===== src/mem_cfg_pkg.sv =====
`default_nettype none

package mem_cfg_pkg;

  // data word
  localparam int WIDTH = 16;

  // flat address space
  localparam int NUMADDR = 96;
  localparam int BITADDR = 7;

  // banking, three banks so mapping needs a real divide
  localparam int NUMVBNK = 3;
  localparam int BITVBNK = 2;
  localparam int NUMVROW = 32;
  localparam int BITVROW = 5;

  // physical address is bank over row
  localparam int BITPADR = BITVBNK + BITVROW;

  // two read ports, one write port
  localparam int NUMRDPT = 2;

  // bank read delay in cycles
  localparam int SRAM_DELAY = 2;

  // reset release stages, ready included
  localparam int RST_SYNC_LEN = 3;

endpackage

`default_nettype wire


===== src/mem_types_pkg.sv =====
`default_nettype none

package mem_types_pkg;

  // flat address as seen on the ports
  typedef logic [mem_cfg_pkg::BITADDR-1:0] vaddr_t;

  // bank number and row inside bank
  typedef logic [mem_cfg_pkg::BITVBNK-1:0] vbank_t;
  typedef logic [mem_cfg_pkg::BITVROW-1:0] vrow_t;

  // data word
  typedef logic [mem_cfg_pkg::WIDTH-1:0] data_t;

  // physical address split into its two fields
  // bank sits in the upper bits
  typedef struct packed {
    vbank_t bank;
    vrow_t  row;
  } padr_fields_t;

  // same word seen as fields or as one flat value
  typedef union packed {
    padr_fields_t                    f;
    logic [mem_cfg_pkg::BITPADR-1:0] flat;
  } padr_u;

endpackage

`default_nettype wire


===== src/np2_addr_map.sv =====
`default_nettype none

module np2_addr_map (
  input  mem_types_pkg::vaddr_t vaddr,
  output mem_types_pkg::vbank_t vbadr,
  output mem_types_pkg::vrow_t  vradr
);

  import mem_cfg_pkg::*;
  import mem_types_pkg::*;

  // bank count as an address-wide constant
  localparam vaddr_t DIVISOR = vaddr_t'(NUMVBNK);

  // quotient of the flat address
  vrow_t  row_q;
  // row scaled back up by three
  vaddr_t row_x3;
  // remainder, always below three
  vaddr_t rem;

  // row is address div 3
  // inputs stay below 96 so the quotient fits five bits
  assign row_q = vrow_t'(vaddr / DIVISOR);

  // 3 * row as shift plus add
  assign row_x3 = vaddr_t'({row_q, 1'b0}) + vaddr_t'(row_q);

  // bank is what is left over
  assign rem = vaddr - row_x3;

  assign vradr = row_q;
  assign vbadr = vbank_t'(rem);

endmodule

`default_nettype wire


===== src/port_ctrl.sv =====
`default_nettype none

module port_ctrl (
  input  logic                  clk,
  input  logic                  arst_n,
  // write request, already mapped
  input  logic                  vwrite,
  input  mem_types_pkg::vbank_t vwbadr,
  input  mem_types_pkg::vrow_t  vwradr,
  input  mem_types_pkg::data_t  vdin,
  // read requests, already mapped
  input  logic                  vread_0,
  input  logic                  vread_1,
  input  mem_types_pkg::vbank_t vrbadr_0,
  input  mem_types_pkg::vbank_t vrbadr_1,
  input  mem_types_pkg::vrow_t  vrradr_0,
  input  mem_types_pkg::vrow_t  vrradr_1,
  output logic                  ready,
  // gated write to banks
  output logic                  pwrite,
  output mem_types_pkg::vbank_t pwbadr,
  output mem_types_pkg::vrow_t  pwradr,
  output mem_types_pkg::data_t  pdin,
  // gated reads to banks
  output logic                  pread_0,
  output logic                  pread_1,
  output mem_types_pkg::vbank_t prbadr_0,
  output mem_types_pkg::vbank_t prbadr_1,
  output mem_types_pkg::vrow_t  prradr_0,
  output mem_types_pkg::vrow_t  prradr_1,
  // delayed read info, lined up with bank data
  output logic                  rd_vld_0,
  output logic                  rd_vld_1,
  output mem_types_pkg::vbank_t rd_bank_0,
  output mem_types_pkg::vbank_t rd_bank_1,
  output mem_types_pkg::vrow_t  rd_row_0,
  output mem_types_pkg::vrow_t  rd_row_1
);

  import mem_cfg_pkg::*;
  import mem_types_pkg::*;

  // release chain, ready flop is the last stage
  logic [RST_SYNC_LEN-2:0] rst_sync;
  // port 1 lost the bank to port 0
  logic                    rd_conflict;

  // read pipes, index [stage][port]
  logic [NUMRDPT-1:0] vld_pipe  [SRAM_DELAY];
  vbank_t             bank_pipe [SRAM_DELAY][NUMRDPT];
  vrow_t              row_pipe  [SRAM_DELAY][NUMRDPT];

  // assert at once, release after RST_SYNC_LEN edges
  always_ff @(posedge clk or negedge arst_n) begin
    if (!arst_n) begin
      rst_sync <= '0;
      ready    <= 1'b0;
    end else begin
      rst_sync <= {rst_sync[RST_SYNC_LEN-3:0], 1'b1};
      ready    <= rst_sync[RST_SYNC_LEN-2];
    end
  end

  // write passes straight through, strobe gated
  assign pwrite = vwrite & ready;
  assign pwbadr = vwbadr;
  assign pwradr = vwradr;
  assign pdin   = vdin;

  // one read per bank per cycle, port 0 has priority
  assign pread_0     = vread_0 & ready;
  assign rd_conflict = pread_0 && (vrbadr_0 == vrbadr_1);
  assign pread_1     = vread_1 & ready & ~rd_conflict;

  assign prbadr_0 = vrbadr_0;
  assign prbadr_1 = vrbadr_1;
  assign prradr_0 = vrradr_0;
  assign prradr_1 = vrradr_1;

  // accepted strobes follow the bank read delay
  always_ff @(posedge clk or negedge arst_n) begin
    if (!arst_n) begin
      for (int s = 0; s < SRAM_DELAY; s++) begin
        vld_pipe[s] <= '0;
      end
    end else begin
      vld_pipe[0] <= {pread_1, pread_0};
      for (int s = 1; s < SRAM_DELAY; s++) begin
        vld_pipe[s] <= vld_pipe[s-1];
      end
    end
  end

  // bank and row ride along, qualified by vld
  always_ff @(posedge clk) begin
    bank_pipe[0][0] <= vrbadr_0;
    bank_pipe[0][1] <= vrbadr_1;
    row_pipe[0][0]  <= vrradr_0;
    row_pipe[0][1]  <= vrradr_1;
    for (int s = 1; s < SRAM_DELAY; s++) begin
      bank_pipe[s] <= bank_pipe[s-1];
      row_pipe[s]  <= row_pipe[s-1];
    end
  end

  assign rd_vld_0  = vld_pipe[SRAM_DELAY-1][0];
  assign rd_vld_1  = vld_pipe[SRAM_DELAY-1][1];
  assign rd_bank_0 = bank_pipe[SRAM_DELAY-1][0];
  assign rd_bank_1 = bank_pipe[SRAM_DELAY-1][1];
  assign rd_row_0  = row_pipe[SRAM_DELAY-1][0];
  assign rd_row_1  = row_pipe[SRAM_DELAY-1][1];

endmodule

`default_nettype wire


===== src/bank_array.sv =====
`default_nettype none

module bank_array (
  input  logic                  clk,
  // single write port
  input  logic                  pwrite,
  input  mem_types_pkg::vbank_t pwbadr,
  input  mem_types_pkg::vrow_t  pwradr,
  input  mem_types_pkg::data_t  pdin,
  // two read ports, never on the same bank
  input  logic                  pread_0,
  input  logic                  pread_1,
  input  mem_types_pkg::vbank_t prbadr_0,
  input  mem_types_pkg::vbank_t prbadr_1,
  input  mem_types_pkg::vrow_t  prradr_0,
  input  mem_types_pkg::vrow_t  prradr_1,
  // per-bank read words after the delay
  output mem_types_pkg::data_t  bank_dout_0,
  output mem_types_pkg::data_t  bank_dout_1,
  output mem_types_pkg::data_t  bank_dout_2
);

  import mem_cfg_pkg::*;
  import mem_types_pkg::*;

  data_t bank_dout [NUMVBNK];

  for (genvar b = 0; b < NUMVBNK; b++) begin : g_bank
    // one 1R1W bank
    data_t mem     [NUMVROW];
    // read data delay line
    data_t rd_pipe [SRAM_DELAY];
    logic  hit_0;
    logic  hit_1;
    logic  wr_en;
    logic  rd_en;
    vrow_t rd_row;

    // which read port owns this bank this cycle
    assign hit_0  = pread_0 && (prbadr_0 == vbank_t'(b));
    assign hit_1  = pread_1 && (prbadr_1 == vbank_t'(b));
    assign rd_en  = hit_0 | hit_1;
    assign rd_row = hit_0 ? prradr_0 : prradr_1;
    assign wr_en  = pwrite && (pwbadr == vbank_t'(b));

    // write lands at the edge
    // read at the same edge still sees the old word
    always_ff @(posedge clk) begin
      if (wr_en) begin
        mem[pwradr] <= pdin;
      end
      if (rd_en) begin
        rd_pipe[0] <= mem[rd_row];
      end
      for (int s = 1; s < SRAM_DELAY; s++) begin
        rd_pipe[s] <= rd_pipe[s-1];
      end
    end

    assign bank_dout[b] = rd_pipe[SRAM_DELAY-1];
  end

  assign bank_dout_0 = bank_dout[0];
  assign bank_dout_1 = bank_dout[1];
  assign bank_dout_2 = bank_dout[2];

endmodule

`default_nettype wire


===== src/rd_out_mux.sv =====
`default_nettype none

module rd_out_mux (
  // delayed read info from the control pipes
  input  logic                            rd_vld_0,
  input  logic                            rd_vld_1,
  input  mem_types_pkg::vbank_t           rd_bank_0,
  input  mem_types_pkg::vbank_t           rd_bank_1,
  input  mem_types_pkg::vrow_t            rd_row_0,
  input  mem_types_pkg::vrow_t            rd_row_1,
  // bank read words
  input  mem_types_pkg::data_t            bank_dout_0,
  input  mem_types_pkg::data_t            bank_dout_1,
  input  mem_types_pkg::data_t            bank_dout_2,
  output logic                            vread_vld_0,
  output logic                            vread_vld_1,
  output mem_types_pkg::data_t            vdout_0,
  output mem_types_pkg::data_t            vdout_1,
  output logic [mem_cfg_pkg::BITPADR-1:0] vread_padr_0,
  output logic [mem_cfg_pkg::BITPADR-1:0] vread_padr_1
);

  import mem_types_pkg::*;

  padr_u padr_0;
  padr_u padr_1;

  // bank select, only banks 0 to 2 exist
  function automatic data_t pick_bank(input vbank_t b, input data_t d0,
                                      input data_t d1, input data_t d2);
    case (b)
      2'd0:    pick_bank = d0;
      2'd1:    pick_bank = d1;
      default: pick_bank = d2;
    endcase
  endfunction

  assign vdout_0 = pick_bank(rd_bank_0, bank_dout_0, bank_dout_1, bank_dout_2);
  assign vdout_1 = pick_bank(rd_bank_1, bank_dout_0, bank_dout_1, bank_dout_2);

  // physical address built by field, sent out flat
  always_comb begin
    padr_0.f.bank = rd_bank_0;
    padr_0.f.row  = rd_row_0;
    padr_1.f.bank = rd_bank_1;
    padr_1.f.row  = rd_row_1;
  end

  assign vread_padr_0 = padr_0.flat;
  assign vread_padr_1 = padr_1.flat;

  // valid already aligned with the data
  assign vread_vld_0 = rd_vld_0;
  assign vread_vld_1 = rd_vld_1;

endmodule

`default_nettype wire


===== src/mrpnwp_top.sv =====
`default_nettype none

module mrpnwp_top (
  input  logic                            clk,
  input  logic                            arst_n,
  // write port
  input  logic                            vwrite,
  input  mem_types_pkg::vaddr_t           vwraddr,
  input  mem_types_pkg::data_t            vdin,
  // read port 0
  input  logic                            vread_0,
  input  mem_types_pkg::vaddr_t           vrdaddr_0,
  output logic                            vread_vld_0,
  output mem_types_pkg::data_t            vdout_0,
  output logic [mem_cfg_pkg::BITPADR-1:0] vread_padr_0,
  // read port 1
  input  logic                            vread_1,
  input  mem_types_pkg::vaddr_t           vrdaddr_1,
  output logic                            vread_vld_1,
  output mem_types_pkg::data_t            vdout_1,
  output logic [mem_cfg_pkg::BITPADR-1:0] vread_padr_1,
  output logic                            ready
);

  import mem_types_pkg::*;

  // mapped request addresses
  vbank_t vwbadr, vrbadr_0, vrbadr_1;
  vrow_t  vwradr, vrradr_0, vrradr_1;

  // gated bank requests
  logic   pwrite, pread_0, pread_1;
  vbank_t pwbadr, prbadr_0, prbadr_1;
  vrow_t  pwradr, prradr_0, prradr_1;
  data_t  pdin;

  // delayed read info and bank data
  logic   rd_vld_0, rd_vld_1;
  vbank_t rd_bank_0, rd_bank_1;
  vrow_t  rd_row_0, rd_row_1;
  data_t  bank_dout_0, bank_dout_1, bank_dout_2;

  np2_addr_map wr_map_inst (.vaddr(vwraddr), .vbadr(vwbadr), .vradr(vwradr));
  np2_addr_map rd0_map_inst (.vaddr(vrdaddr_0), .vbadr(vrbadr_0), .vradr(vrradr_0));
  np2_addr_map rd1_map_inst (.vaddr(vrdaddr_1), .vbadr(vrbadr_1), .vradr(vrradr_1));

  port_ctrl port_ctrl_inst (
    .clk(clk), .arst_n(arst_n),
    .vwrite(vwrite), .vwbadr(vwbadr), .vwradr(vwradr), .vdin(vdin),
    .vread_0(vread_0), .vread_1(vread_1),
    .vrbadr_0(vrbadr_0), .vrbadr_1(vrbadr_1),
    .vrradr_0(vrradr_0), .vrradr_1(vrradr_1),
    .ready(ready),
    .pwrite(pwrite), .pwbadr(pwbadr), .pwradr(pwradr), .pdin(pdin),
    .pread_0(pread_0), .pread_1(pread_1),
    .prbadr_0(prbadr_0), .prbadr_1(prbadr_1),
    .prradr_0(prradr_0), .prradr_1(prradr_1),
    .rd_vld_0(rd_vld_0), .rd_vld_1(rd_vld_1),
    .rd_bank_0(rd_bank_0), .rd_bank_1(rd_bank_1),
    .rd_row_0(rd_row_0), .rd_row_1(rd_row_1)
  );

  bank_array bank_array_inst (
    .clk(clk),
    .pwrite(pwrite), .pwbadr(pwbadr), .pwradr(pwradr), .pdin(pdin),
    .pread_0(pread_0), .pread_1(pread_1),
    .prbadr_0(prbadr_0), .prbadr_1(prbadr_1),
    .prradr_0(prradr_0), .prradr_1(prradr_1),
    .bank_dout_0(bank_dout_0), .bank_dout_1(bank_dout_1), .bank_dout_2(bank_dout_2)
  );

  rd_out_mux rd_out_mux_inst (
    .rd_vld_0(rd_vld_0), .rd_vld_1(rd_vld_1),
    .rd_bank_0(rd_bank_0), .rd_bank_1(rd_bank_1),
    .rd_row_0(rd_row_0), .rd_row_1(rd_row_1),
    .bank_dout_0(bank_dout_0), .bank_dout_1(bank_dout_1), .bank_dout_2(bank_dout_2),
    .vread_vld_0(vread_vld_0), .vread_vld_1(vread_vld_1),
    .vdout_0(vdout_0), .vdout_1(vdout_1),
    .vread_padr_0(vread_padr_0), .vread_padr_1(vread_padr_1)
  );

endmodule

`default_nettype wire


===== config.mk =====
export PLATFORM = sky130hd
export DESIGN_NAME = mrpnwp_top
export DESIGN_NICKNAME = d
export VERILOG_FILES = /design/src/mem_cfg_pkg.sv /design/src/mem_types_pkg.sv /design/src/np2_addr_map.sv /design/src/port_ctrl.sv /design/src/bank_array.sv /design/src/rd_out_mux.sv /design/src/mrpnwp_top.sv
export SDC_FILE = /design/constraint.sdc
export NUM_CORES = 2
export LEC_CHECK = 0
export ABC_AREA = 1
export BUFFER_PORTS_ARGS = -buffer_cell sky130_fd_sc_hd__buf_2
export CAP_MARGIN = 20
export CORE_MARGIN = 2
export CORE_UTILIZATION = 39
export CTS_CLUSTER_DIAMETER = 200
export DETAILED_ROUTE_END_ITERATION = 7
export PLACE_DENSITY = 0.61
export SKIP_CTS_REPAIR_TIMING = 1
export SYNTH_ARGS = -nofsm -noshare
export SYNTH_HDL_FRONTEND = slang
export SYNTH_SLANG_ARGS = --single-unit

===== constraint.sdc =====
create_clock -name clk -period 4.4 [get_ports clk]
set_clock_uncertainty 0.2 [all_clocks]
set_input_delay 0.22 -clock clk [delete_from_list [all_inputs] [get_ports clk]]
set_output_delay 0.22 -clock clk [all_outputs]
set_load 0.01 [all_outputs]

==> flow_summary.json <==
{
  "p_int_w": 0.0304,
  "rows": 157,
  "finalWirelength_um": 224000,
  "drtIter0Drc": 5410,
  "antenna_found_initial": 11,
  "area_growth_pct": 22.8,
  "swShare": 0.332,
  "routedWlPerCell_um": 22.4,
  "grt_pass1_wl_um": 318000,
  "finalCritPeriodShare": 0.953,
  "cp_max_fo": 10,
  "synth_seq_area_share": 0.682,
  "period_needed_ns": 4.19,
  "yosys_warnings": 0,
  "synth-seq-cells": 1667,
  "layoutNonFillerInstCount": 9998,
  "max_stage_delay_ns": 0.29,
  "finish.net_count": 7455,
  "hpwl_um": 144000,
  "hold_viol_final": 1,
  "clkPwrFrac": 0.312,
  "drv_slew": 0,
  "power_switching_w": 0.0151,
  "port_buffers": 90,
  "seqPwrFrac": 0.397,
  "cts_tree": "done",
  "dpl_cell_area_um2": 81500,
  "drive_above_1_share": 0.159,
  "clk_pin_slew_ns": 0.06,
  "violations": "hold timing",
  "insertion_delay_ns": 0.82,
  "end_kind": "flip-flop",
  "dp_cells": 9601,
  "tightest_slew_ns": 1.11,
  "crit_top_cell": "nand2_1",
  "grtUsageTotal": 0.232,
  "irDropWorstVdd_mv": 0.450,
  "cts_root_buf": "clkbuf_16",
  "min_path_type": "input pin to flip-flop",
  "slowest_stage": "o21ai_4",
  "synth_area_um2": 72200,
  "synth.avg_cell_area_um2": 10.5,
  "ios": 91,
  "gp_congestion": 0.942,
  "clock_sinks": 1667,
  "clock_path_buffers": 3,
  "grt_pass1_vias": 48400,
  "htreeDepth": 4,
  "r2r_slack_ns": 1.61,
  "cts_buffers": 174,
  "cp-start-kind": "input pin",
  "whs_path_depth": 8,
  "required_ns": 4.89,
  "dr_total_vias": 51100,
  "syn_nets": 6957,
  "drtAntennaViolNets": 0,
  "wl_met2_um": 108000,
  "top_layer": "met4",
  "grt_max_degree": 88,
  "initial_core_util": 0.394,
  "gr-total-overflow": 0,
  "power_density_nw_per_um2": 512,
  "die_h_um": 434,
  "cap_violations": 0,
  "finalSetupViolations": 0,
  "p_leak_nw": 36.9,
  "first_pass_iters": 6,
  "path_class": "input pin to flip-flop",
  "worst_ep_arrival_time_ns": 4.69,
  "ys_types": 43,
  "synthCells": 6902,
  "drc": 0,
  "ff2ff_path_depth": 13,
  "core_area_um2": 183000,
  "design_area_um2": 88700,
  "wl_met3_um": 15800,
  "pwr-share-comb": 0.291,
  "wl_met1_um": 89600,
  "viasPerCell": 5.11,
  "dieArea_um2": 189000,
  "holdWs_ns": -0.00208,
  "chipWidth_um": 434,
  "relSlewSlack": 0.262,
  "max_clock_freq_ghz": 0.238,
  "status": "finished, violations left",
  "fillers": 16400
}
## cell usage after synthesis
cell | count | area [µm²]
nand2_2 | 17 | 106
buf_1 | 15 | 56.3
a21oi_2 | 1 | 8.76
ha_1 | 13 | 163
edfxtp_1 | 1584 | 47600
a41oi_1 | 1 | 8.76
o21ai_0 | 21 | 105
nor2_2 | 1 | 6.26
buf_4 | 34 | 255
xnor2_1 | 5 | 43.8
nand4_2 | 3 | 37.5
a21o_1 | 1 | 7.51
buf_2 | 191 | 956
a22oi_1 | 11 | 82.6
or2_2 | 1 | 6.26
nand3_4 | 4 | 70.1
nand2_1 | 1859 | 6980
mux2i_2 | 1 | 13.8
clkbuf_1 | 124 | 465
inv_2 | 15 | 56.3
dfxtp_1 | 76 | 1520
nand2_8 | 1 | 20.0
nand3b_1 | 97 | 728
inv_1 | 1240 | 4650
o221ai_1 | 12 | 105
nand3_2 | 4 | 40.0
nor3_1 | 5 | 25.0
buf_6 | 5 | 56.3
a21oi_1 | 6 | 30.0
o21a_2 | 1 | 8.76
conb_1 | 1 | 3.75
nand2_4 | 2 | 22.5
nand4_1 | 2 | 12.5
nand3_1 | 1329 | 6650
o31ai_1 | 3 | 22.5
nor2_1 | 120 | 450
o211ai_1 | 58 | 435
dfrtp_1 | 7 | 175
inv_4 | 1 | 6.26
xor2_1 | 6 | 52.6
nand4_4 | 2 | 42.5
o21ai_2 | 9 | 78.8
o21ai_1 | 13 | 65.1
## worst max-delay path: cells and delay by family
family                     cells  cell delay, ns
and+or+nand+nor               17            1.69
muxes                          1            0.20
adders and majority gates      3            0.55
AOI/OAI and AO/OA              5            0.82
xor gates and xnor gates       1            0.19
buffers and inverters          8            1.00
## path summary, 6_finish.rpt
| kind | startpoint | to |
|---|---|---|
| worst max-delay path | vrdaddr_0[5] | bank_array_inst.g_bank[1].rd_pipe[0][10] |
| worst min-delay path | vrdaddr_1[4] | port_ctrl_inst.row_pipe[0][2] |
| worst max register to register | port_ctrl_inst.ready | bank_array_inst.g_bank[1].rd_pipe[0][10] |
| worst min register to register | port_ctrl_inst.row_pipe[0][9] | port_ctrl_inst.row_pipe[0][19] |
| max in group asynchronous | arst_n | port_ctrl_inst.rd_vld_1 |
| min in group asynchronous | arst_n | port_ctrl_inst.rst_sync[1] |
## cells in the final DEF, fill, tap and decap left out, types with 10 or more instances in the layout
cell              n
nand2_2          36
nand3_1        1256
inv_2            16
buf_6            26
clkbuf_1         32
inv_1          1235
edfxtp_1       1584
nand3b_1         97
buf_4           322
buf_2            74
o221ai_1         12
a22oi_1          11
buf_12          208
clkinv_1         26
nor2_1           18
nand3_2          74
o21ai_2          10
nor2_2           13
nand2_1        1832
nor2_4           90
dlygate4sd3_1    36
clkinv_2         38
ha_1             10
clkbuf_16       189
o211ai_1         58
o21ai_0          16
dfxtp_1          76
## routing by layer
metal | vias up | track usage
met5 | - | 0
li1 | 23700 | -
met3 | 462 | 0.0342
met1 | 24800 | 0.301
met2 | 2149 | 0.381
met4 | 0 | 0.110
## stage by stage
step	total power [W]	worst slack (ns)	util	setup TNS [ns]	hold WS [ns]
6_report	0.0454	0.207	0.483	0	-0.00208
4_1_cts	0.0446	-0.0896	0.474	-0.215	-1.03
3_3_place_gp	0.0304	-0.750	0.444	-1058.61	-0.132
3_5_place_dp	0.0305	-0.970	0.444	-726.96	-0.128
5_1_grt	0.0471	-0.0365	0.483	-0.276	0.0192
2_1_floorplan	0.0249	-0.122	-	-21.11	-0.276
## state kept, by name, indices dropped and copies added (netlist names)
register / count
port_ctrl_inst.ready: 1
port_ctrl_inst.rd_vld_1: 1
port_ctrl_inst.vld_pipe: 2
port_ctrl_inst.rst_sync: 2
port_ctrl_inst.row_pipe: 20
port_ctrl_inst.rd_vld_0: 1
port_ctrl_inst.bank_pipe: 8
bank_array_inst.g_bank.mem: 1536
bank_array_inst.g_bank.rd_pipe: 96
## cell type report
| class | count | area [µm²] | share of cell area |
|---|---|---|---|
| Timing Repair Buffer | 690 | 8210 | 0.0926 |
| Sequential cell | 1667 | 49300 | 0.556 |
| Multi-Input combinational cell | 3611 | 17900 | 0.202 |
| Tap cell | 2464 | 3080 | 0.0348 |
| Clock buffer | 211 | 4570 | 0.0515 |
| Clock inverter | 93 | 857 | 0.00967 |
| Inverter | 1256 | 4750 | 0.0535 |
| Antenna cell | 6 | 15.0 | 0.000169 |
## logic make-up (layout without fill, tap and decap cells)
logic type	Yosys count	count (layout)	synth area share
mux	1	1	0.000191
other cells	1	7	0.0000519
fa+ha+maj	13	13	0.00225
simple gates	3447	3448	0.210
compound gates	137	137	0.0133
buf+inv	1625	2250	0.0901
xor+xnor	11	11	0.00133
flops	1667	1667	0.682
## power groups by stage
stage | clock [W] | sequential [W] | combinational (W)
6_report | 0.0142 | 0.0180 | 0.0132
5_1_grt | 0.0150 | 0.0180 | 0.0141
4_1_cts | 0.0144 | 0.0180 | 0.0122
3_5_place_dp | 0 | 0.0184 | 0.0121
3_3_place_gp | 0 | 0.0184 | 0.0121
2_1_floorplan | 0 | 0.0182 | 0.00677
Power figures use the tool's default switching activity.
